## config.mk

```make
export PLATFORM = sky130hd
export DESIGN_NAME = rename_unit
export DESIGN_NICKNAME = d
export VERILOG_FILES = /design/src/hw/rename_pkg.sv /design/src/hw/br_stack.sv /design/src/hw/br_stack_ent.sv /design/src/hw/free_list.sv /design/src/hw/map_table.sv /design/src/hw/rename_unit.sv
export SDC_FILE = /design/constraint.sdc
export NUM_CORES = 2
export LEC_CHECK = 0
export BUFFER_PORTS_ARGS = -buffer_cell sky130_fd_sc_hd__buf_2
export CAP_MARGIN = 20
export CORE_MARGIN = 1.5
export CORE_UTILIZATION = 62
export DETAILED_ROUTE_END_ITERATION = 10
export GPL_TIMING_DRIVEN = 1
export HOLD_SLACK_MARGIN = 0.05
export PLACE_DENSITY = 0.75
export SLEW_MARGIN = 0
export SYNTH_ARGS = -nofsm -noshare
export SYNTH_HDL_FRONTEND = slang
export SYNTH_SLANG_ARGS = --single-unit
```

## constraint.sdc

```tcl
create_clock -name clk -period 7.3 [get_ports clk]
set_clock_uncertainty 0.2 [all_clocks]
set_input_delay 0.365 -clock clk [delete_from_list [all_inputs] [get_ports clk]]
set_output_delay 0.365 -clock clk [all_outputs]
set_load 0.05 [all_outputs]
```

## src/hw/rename_pkg.sv

```systemverilog
`default_nettype none

package rename_pkg;

	// Architectural and physical register counts
	localparam int MT_NUM     = 32;
	localparam int PRF_NUM    = 64;
	localparam int PRF_IDX_W  = $clog2(PRF_NUM);
	localparam int ARCH_IDX_W = $clog2(MT_NUM);

	// Free list holds every physical register not mapped at reset
	localparam int FL_NUM   = PRF_NUM - MT_NUM;
	// Index width, pointers carry one more bit for wrap
	localparam int FL_PTR_W = $clog2(FL_NUM);

	// Room for the one-hot branch slot in a rename response
	// The stack depth of a given instance may not exceed this
	localparam int BR_MAX = 8;

	// One map-table word, ready flag on top
	typedef struct packed {
		logic                 rdy;
		logic [PRF_IDX_W-1:0] tag;
	} map_ent_t;

	// Whole map table, indexed by architectural register
	typedef map_ent_t [MT_NUM-1:0] map_tbl_t;

	// One instruction offered for rename
	typedef struct packed {
		logic                  vld;
		logic [ARCH_IDX_W-1:0] arch_dst;
		logic [ARCH_IDX_W-1:0] arch_src1;
		logic [ARCH_IDX_W-1:0] arch_src2;
		logic                  is_br;
	} dispatch_t;

	// Rename result, valid in the cycle of an accepted dispatch
	typedef struct packed {
		map_ent_t             src1;
		map_ent_t             src2;
		logic [PRF_IDX_W-1:0] dst_tag;
		logic [PRF_IDX_W-1:0] old_tag;
		// One-hot checkpoint slot, zero for non-branches
		logic [BR_MAX-1:0]    br_bit;
	} rename_rsp_t;

	// Common data bus broadcast of a completed tag
	typedef struct packed {
		logic                 vld;
		logic [PRF_IDX_W-1:0] tag;
	} cdb_t;

endpackage

`default_nettype wire

```

## src/hw/br_stack.sv

```systemverilog
`default_nettype none

module br_stack #(
	parameter int BR_NUM = 4
) (
	input  wire                              clk,
	input  wire                              rst,
	input  wire                              alloc_i,
	input  wire                              res_vld_i,
	input  wire                              res_correct_i,
	input  wire [BR_NUM-1:0]                 res_bit_i,
	input  wire rename_pkg::cdb_t            cdb_i,
	input  wire rename_pkg::map_tbl_t        bak_mt_i,
	input  wire [rename_pkg::FL_PTR_W:0]     bak_fl_head_i,
	output logic                             full_o,
	output logic [BR_NUM-1:0]                alloc_bit_o,
	output logic                             recover_o,
	output rename_pkg::map_tbl_t             rc_mt_o,
	output logic [rename_pkg::FL_PTR_W:0]    rc_fl_head_o
);
	import rename_pkg::*;

	// Live checkpoint slots
	logic [BR_NUM-1:0]             mask_q;
	logic [BR_NUM-1:0]             mask_next;
	// Row j lists the slots already live when slot j was taken
	logic [BR_NUM-1:0][BR_NUM-1:0] older_q;
	// Slots younger than the resolving branch
	logic [BR_NUM-1:0]             kill;
	// Slots released this cycle
	logic [BR_NUM-1:0]             clr;
	// Mask once this cycle's release is applied
	logic [BR_NUM-1:0]             avail;

	// Per-slot recovery data
	map_tbl_t          ent_mt [BR_NUM];
	logic [FL_PTR_W:0] ent_head [BR_NUM];

	// A slot is younger if the resolving slot sits in its older set
	always_comb begin
		for (int j = 0; j < BR_NUM; j++) begin
			kill[j] = |(older_q[j] & res_bit_i);
		end
	end

	// CORRECT frees one slot, WRONG frees it and everything after it
	always_comb begin
		clr = '0;
		if (res_vld_i) begin
			clr = res_correct_i ? res_bit_i : (res_bit_i | kill);
		end
	end

	assign avail  = mask_q & ~clr;
	assign full_o = &avail;

	// Lowest clear bit, so a slot freed this cycle is reusable at once
	assign alloc_bit_o = ~avail & (avail + 1'b1);

	assign mask_next = alloc_i ? (avail | alloc_bit_o) : avail;

	always_ff @(posedge clk) begin
		if (rst) begin
			mask_q  <= '0;
			older_q <= '0;
		end else begin
			mask_q <= mask_next;
			for (int j = 0; j < BR_NUM; j++) begin
				if (alloc_i && alloc_bit_o[j]) begin
					// New branch is younger than every slot still live
					older_q[j] <= avail;
				end else begin
					// Released slots drop out of all age sets
					older_q[j] <= older_q[j] & ~clr;
				end
			end
		end
	end

	// Entries freeze on the live mask, released ones resume shadowing
	for (genvar i = 0; i < BR_NUM; i++) begin : g_ent
		br_stack_ent u_ent (
			.clk           (clk),
			.rst           (rst),
			.mask_bit_i    (avail[i]),
			.cdb_i         (cdb_i),
			.bak_mt_i      (bak_mt_i),
			.bak_fl_head_i (bak_fl_head_i),
			.rc_mt_o       (ent_mt[i]),
			.rc_fl_head_o  (ent_head[i])
		);
	end

	assign recover_o = res_vld_i && !res_correct_i;

	// One-hot select of the resolving slot's copy
	always_comb begin
		rc_mt_o      = '0;
		rc_fl_head_o = '0;
		for (int i = 0; i < BR_NUM; i++) begin
			if (res_bit_i[i]) begin
				rc_mt_o      = ent_mt[i];
				rc_fl_head_o = ent_head[i];
			end
		end
	end

endmodule

`default_nettype wire

```

## src/hw/br_stack_ent.sv

```systemverilog
`default_nettype none

module br_stack_ent (
	input  wire                              clk,
	input  wire                              rst,
	input  wire                              mask_bit_i,
	input  wire rename_pkg::cdb_t            cdb_i,
	input  wire rename_pkg::map_tbl_t        bak_mt_i,
	input  wire [rename_pkg::FL_PTR_W:0]     bak_fl_head_i,
	output rename_pkg::map_tbl_t             rc_mt_o,
	output logic [rename_pkg::FL_PTR_W:0]    rc_fl_head_o
);
	import rename_pkg::*;

	// Checkpointed map table and free-list head
	map_tbl_t          mt_q;
	logic [FL_PTR_W:0] head_q;

	always_ff @(posedge clk) begin
		if (rst || !mask_bit_i) begin
			// Slot idle, shadow the next-state rename view each cycle
			// The edge that sets the mask bit leaves the branch's own view here
			mt_q   <= bak_mt_i;
			head_q <= bak_fl_head_i;
		end else if (cdb_i.vld) begin
			// Frozen, only ready bits follow the CDB
			for (int i = 0; i < MT_NUM; i++) begin
				if (mt_q[i].tag == cdb_i.tag) begin
					mt_q[i].rdy <= 1'b1;
				end
			end
		end
	end

	// Stored copy always offered, the stack picks the slot
	assign rc_mt_o      = mt_q;
	assign rc_fl_head_o = head_q;

endmodule

`default_nettype wire

```

## src/hw/free_list.sv

```systemverilog
`default_nettype none

module free_list (
	input  wire                               clk,
	input  wire                               rst,
	input  wire                               pop_i,
	input  wire                               push_i,
	input  wire [rename_pkg::PRF_IDX_W-1:0]   push_tag_i,
	input  wire                               recover_i,
	input  wire [rename_pkg::FL_PTR_W:0]      rc_head_i,
	output logic [rename_pkg::PRF_IDX_W-1:0]  head_tag_o,
	output logic [rename_pkg::FL_PTR_W:0]     head_o,
	output logic                              empty_o
);
	import rename_pkg::*;

	// Tag storage, circular
	logic [PRF_IDX_W-1:0] fifo_q [FL_NUM];

	// Read and write pointers with wrap bit on top
	logic [FL_PTR_W:0] head_q;
	logic [FL_PTR_W:0] tail_q;
	logic [FL_PTR_W:0] head_next;

	// Equal pointers including wrap means nothing left to hand out
	assign empty_o = (head_q == tail_q);

	// Tag the next renamed destination receives
	assign head_tag_o = fifo_q[head_q[FL_PTR_W-1:0]];

	always_comb begin
		if (recover_i) begin
			// Rewind to the head saved right after the branch popped
			head_next = rc_head_i;
		end else if (pop_i) begin
			head_next = head_q + 1'b1;
		end else begin
			head_next = head_q;
		end
	end

	// Next-state head, so a checkpoint taken this edge includes the pop
	assign head_o = head_next;

	always_ff @(posedge clk) begin
		if (rst) begin
			head_q <= '0;
			// Full at reset, wrap bits differ and indices match
			tail_q <= {1'b1, {FL_PTR_W{1'b0}}};
		end else begin
			head_q <= head_next;
			// Tail never moves back, retired tags stay owned by the list
			if (push_i) begin
				tail_q <= tail_q + 1'b1;
			end
		end
	end

	// Loaded with the unmapped tags 32 to 63 in order
	always_ff @(posedge clk) begin
		if (rst) begin
			for (int i = 0; i < FL_NUM; i++) begin
				fifo_q[i] <= PRF_IDX_W'(MT_NUM + i);
			end
		end else if (push_i) begin
			fifo_q[tail_q[FL_PTR_W-1:0]] <= push_tag_i;
		end
	end

endmodule

`default_nettype wire

```

## src/hw/map_table.sv

```systemverilog
`default_nettype none

module map_table (
	input  wire                               clk,
	input  wire                               rst,
	input  wire rename_pkg::dispatch_t        disp_i,
	input  wire                               accept_i,
	input  wire [rename_pkg::PRF_IDX_W-1:0]   new_tag_i,
	input  wire rename_pkg::cdb_t             cdb_i,
	input  wire                               recover_i,
	input  wire rename_pkg::map_tbl_t         rc_mt_i,
	output rename_pkg::map_ent_t              src1_o,
	output rename_pkg::map_ent_t              src2_o,
	output logic [rename_pkg::PRF_IDX_W-1:0]  old_tag_o,
	output rename_pkg::map_tbl_t              mt_next_o
);
	import rename_pkg::*;

	// Current architectural to physical mapping
	map_tbl_t mt_q;

	// Mark an entry ready when the CDB carries its tag
	function automatic map_ent_t cdb_fwd(map_ent_t ent, cdb_t cdb);
		map_ent_t res;
		res = ent;
		if (cdb.vld && (cdb.tag == ent.tag)) begin
			res.rdy = 1'b1;
		end
		return res;
	endfunction

	// Sources read the table before this instruction's own write
	assign src1_o = cdb_fwd(mt_q[disp_i.arch_src1], cdb_i);
	assign src2_o = cdb_fwd(mt_q[disp_i.arch_src2], cdb_i);

	// Previous mapping of the destination, freed when this one retires
	assign old_tag_o = mt_q[disp_i.arch_dst].tag;

	always_comb begin
		// Recovery replaces the whole table
		mt_next_o = recover_i ? rc_mt_i : mt_q;

		// CDB of this cycle also lands on a restored table
		for (int i = 0; i < MT_NUM; i++) begin
			mt_next_o[i] = cdb_fwd(mt_next_o[i], cdb_i);
		end

		// New destination starts out waiting for its result
		if (accept_i && !recover_i) begin
			mt_next_o[disp_i.arch_dst].rdy = 1'b0;
			mt_next_o[disp_i.arch_dst].tag = new_tag_i;
		end
	end

	always_ff @(posedge clk) begin
		if (rst) begin
			// Identity map, all values present
			for (int i = 0; i < MT_NUM; i++) begin
				mt_q[i].rdy <= 1'b1;
				mt_q[i].tag <= PRF_IDX_W'(i);
			end
		end else begin
			mt_q <= mt_next_o;
		end
	end

endmodule

`default_nettype wire

```

## src/hw/rename_unit.sv

```systemverilog
`default_nettype none

module rename_unit #(
	parameter int BR_NUM = 4
) (
	input  wire                               clk,
	input  wire                               rst,
	input  wire rename_pkg::dispatch_t        dispatch_i,
	input  wire rename_pkg::cdb_t             cdb_i,
	input  wire                               retire_vld_i,
	input  wire [rename_pkg::PRF_IDX_W-1:0]   retire_tag_i,
	input  wire                               br_res_vld_i,
	input  wire                               br_res_correct_i,
	input  wire [BR_NUM-1:0]                  br_res_bit_i,
	output rename_pkg::rename_rsp_t           rsp_o,
	output logic                              stall_o
);
	import rename_pkg::*;

	// Handshake and control
	logic accept;
	logic br_alloc;
	logic fl_empty;
	logic br_full;
	logic recover;

	// Rename data between the blocks
	logic [PRF_IDX_W-1:0] new_tag;
	logic [PRF_IDX_W-1:0] old_tag;
	logic [FL_PTR_W:0]    fl_head;
	logic [FL_PTR_W:0]    rc_fl_head;
	map_tbl_t             mt_next;
	map_tbl_t             rc_mt;
	map_ent_t             src1;
	map_ent_t             src2;
	logic [BR_NUM-1:0]    alloc_bit;

	// No tag, no checkpoint slot for a branch, or recovery under way
	assign stall_o = fl_empty || (dispatch_i.is_br && br_full) || recover;

	assign accept   = dispatch_i.vld && !stall_o;
	assign br_alloc = accept && dispatch_i.is_br;

	map_table u_map_table (
		.clk       (clk),
		.rst       (rst),
		.disp_i    (dispatch_i),
		.accept_i  (accept),
		.new_tag_i (new_tag),
		.cdb_i     (cdb_i),
		.recover_i (recover),
		.rc_mt_i   (rc_mt),
		.src1_o    (src1),
		.src2_o    (src2),
		.old_tag_o (old_tag),
		.mt_next_o (mt_next)
	);

	// Every accepted instruction takes a destination tag
	free_list u_free_list (
		.clk        (clk),
		.rst        (rst),
		.pop_i      (accept),
		.push_i     (retire_vld_i),
		.push_tag_i (retire_tag_i),
		.recover_i  (recover),
		.rc_head_i  (rc_fl_head),
		.head_tag_o (new_tag),
		.head_o     (fl_head),
		.empty_o    (fl_empty)
	);

	br_stack #(
		.BR_NUM (BR_NUM)
	) u_br_stack (
		.clk           (clk),
		.rst           (rst),
		.alloc_i       (br_alloc),
		.res_vld_i     (br_res_vld_i),
		.res_correct_i (br_res_correct_i),
		.res_bit_i     (br_res_bit_i),
		.cdb_i         (cdb_i),
		.bak_mt_i      (mt_next),
		.bak_fl_head_i (fl_head),
		.full_o        (br_full),
		.alloc_bit_o   (alloc_bit),
		.recover_o     (recover),
		.rc_mt_o       (rc_mt),
		.rc_fl_head_o  (rc_fl_head)
	);

	// Response assembled combinationally from this cycle's lookup
	always_comb begin
		rsp_o         = '0;
		rsp_o.src1    = src1;
		rsp_o.src2    = src2;
		rsp_o.dst_tag = new_tag;
		rsp_o.old_tag = old_tag;
		// Slot bit only reported for branches
		if (dispatch_i.is_br) begin
			rsp_o.br_bit = BR_MAX'(alloc_bit);
		end
	end

endmodule

`default_nettype wire

```

==> impl_metrics.toml <==
[synth]
synth-async-reset-ratio_pct = 0
yosys_warnings = 0
syn_inst = 6741
number_of_enable_flip_flop_cells_after_synthesis = 1112
yosys_register_bits = 1364
synth_top_cells_by_area = "edfxtp_1 45%, xnor2_1 11%, dfxtp_1 6.8%"
synth_sequential_area_ratio_pct = 51.52
ys_dominant_reg_cell = "edfxtp_1"
ys_types = 75
post-synth-top-area-fraction_pct = 44.76
synthDominantAreaCellType = "edfxtp_1"
syn_avg_cell_area_um2 = 11.07
synth_area_um2 = 74610

[timing]
final.min_clock_period_ps = 5352
maxSlewViolCount = 0
post-route-worst-setup-slack_ps = 1948
timing.final.setup_violations = 0
fmax_ghz = 0.1869
maxSlewHeadroom_pct = 13.90
final.setup.tns_ps = 0
fin_crit_sh_pct = 73.31
final_hold_violating_endpoints = 0
rsz0062_at_grt = "no"
worstMarginPinSlew_ps = 1292

[layout]
syn_to_final_growth_pct = 7.815
most-common-layout-cells = "1112 x edfxtp_1, 899 x xnor2_1, 744 x nand2_1, 378 x nor2_1, 340 x a21oi_1"
mostFrequentLayoutCell = "edfxtp_1"
drive_gt1_share_pct = 9.538
stdcell_count = 8223
finish.net_count = 6528
final_cell_area_um2 = 80440

[power]
vdd_ir_drop_max_uv = 261.5
leakage_uw = 0.02759
p_total_uw = 20360
pwr_density_cell_nw_per_um2 = 253.1

[critical_path]
crit_end_element = "output port"
critPathArrivalTime_ps = 4790
worstPathBufferInverterCount = 4
cp-start-kind = "flop"
cell_family_with_most_cp_delay = "buffers and inverters"
crit_fanout = 33
cp.required_ps = 6730
critical_path.cell_chain = "buf_4, mux4_2, mux4_2, mux2i_4, buf_4, inv_1, buf_2"
instance_count_on_the_critical_path = 7
timing.reg2reg.worst_path_depth = 8
critPathKind = "flop to output port"
critical_path.max_stage_delay_ps = 750
worst_path_max_delay_cell = "dfxtp_4"

[clock_tree]
clock_tree.buffer_depth = 3
clk_latency_ps = 810
tritoncts_num_sinks = 1364
clock_tree.htree_level_count = 4
cts_made_buffers = 144
cts_root_buffer = "clkbuf_16"
cts.reportedPaths.clkPinSlew_ps = 60
clock_tree_from_tritoncts = "done"

[route]
drt-initial-drc-count = 7732
route.detailed.wl_per_inst_um = 29.64
detail_route.drc_violations = 0
wirelength_um = 243700
antenna_left = 0
detailroute.via_count = 56891
route.detailed.vias_per_inst = 6.919
dr.pass1.iters = 8

[floorplan]
die_y_um = 349.9
floorplan.rows = 127
fp.coreArea_um2 = 119700
dieWidth_um = 349.9
io-pin-count = 74
initial_utilization_pct = 62.35
die-area_um2 = 122400

[global_route]
grt-ovfl-total = 0
antenna_found_initial = 10
grt_pass1_vias = 54830
largest_net_degree_at_the_start_of_global_routing = 214
global_route_wire_length_before_repair_um = 357200
globalRouteTotalUtil_pct = 39.50

[place]
placed_area_um2 = 75540
place.gp.congestion = 1.036
numPortBuffers = 69
place_hpwl_um = 145700
post-place-cells = 7929
detailedPlace.worstSlack_ps = 2696

[run]
timing.max_cap.violations = 0

[hold_path]
holdCritPathClass = "input pin to flop"
timing.hold.worst_path_depth = 2

[status]
outcome = "complete, no violations"
layout make-up:
class	instances	area [µm²]
diodes	6	15.01
clock buffers	215	4094
clock inverters	52	579.3
fillers	8806	39220
inverters	158	630.6
multi-input cells	4640	33200
flip-flops and latches	1364	38440
well taps	1612	2017
repair buffers	176	1461
what timing repair did:
action,in CTS,in global routing
buffers inserted,0,0
endpoints found under the hold margin,139,0
gates resized for setup,0,0
hold buffers,17,0
where the power goes:
group	switching, µW	leakage, µW	internal [µW]
registers	592	0.0130	9180
logic	2010	0.0123	1250
clock network	3110	0.00227	4220
total	5710	0.0276	14600
synth_stat cells (11+ instances only):
library cell  count
a221oi_1        162
and2_1          101
a22oi_1          40
xnor2_1         899
nand3b_1        197
nand3_1         197
a211oi_1         11
edfxtp_1       1112
dfxtp_1         252
mux4_1           15
and3_1           34
o211ai_1         25
or3_1            64
a311o_1          64
nor2_1          381
nand2_1         744
nand2b_1         73
nand4_1         175
inv_1           153
buf_4            13
o22ai_1         129
a21oi_1         340
o311ai_0         32
nor3_1           88
mux2i_1         183
mux4_2          189
o21ai_0         211
nor2b_1          76
buf_1           106
xor2_1           85
buf_6            16
buf_2            37
clkbuf_1        405
layer usage:
metal | up-vias | global-route usage, % | routed length, µm
met5 | - | 0 | 60
met2 | 4141 | 59.91 | 107900
met4 | 10 | 21.44 | 15020
met3 | 847 | 10.13 | 33480
li1 | 24057 | - | -
met1 | 27836 | 52.23 | 87280
final timing paths:
check                                            from                                endpoint  slack, ps
worst max-delay path            u_free_list.head_q[0]                               rsp_o[18]       1950
worst min-delay path                  retire_tag_i[5]               u_free_list.fifo_q[28][5]        120
worst max register to register  u_free_list.head_q[0]  u_br_stack.g_ent[0].u_ent.rc_mt_o[215]       2790
worst min register to register  u_br_stack.older_q[8]                   u_br_stack.older_q[8]        260
stage by stage:
step	hold WS [ps]	util, %
floorplan	235.7	-
global placement	242.8	63.11
detailed placement	251.9	63.13
CTS	63.53	67.18
global route	136.5	67.22
finish	115.7	67.23
sequential cells by signal, indices dropped and copies added, names as in the netlist:
signal / flops
u_free_list.head_q: 6
u_br_stack.mask_q: 4
u_map_table.mt_q: 224
u_br_stack.g_ent.u_ent.rc_mt_o: 896
u_free_list.fifo_q: 192
u_free_list.tail_q: 6
u_br_stack.g_ent.u_ent.rc_fl_head_o: 24
u_br_stack.older_q: 12
cells by family after synthesis:
family	share of synthesized area, %
xor+xnor	11.55
flops	51.52
fa+ha+maj	0.08385
buf+inv	4.087
mux	8.994
compound gates	9.412
other cells	0.005026
simple gates	14.35
(Power assumes the default switching activity.)
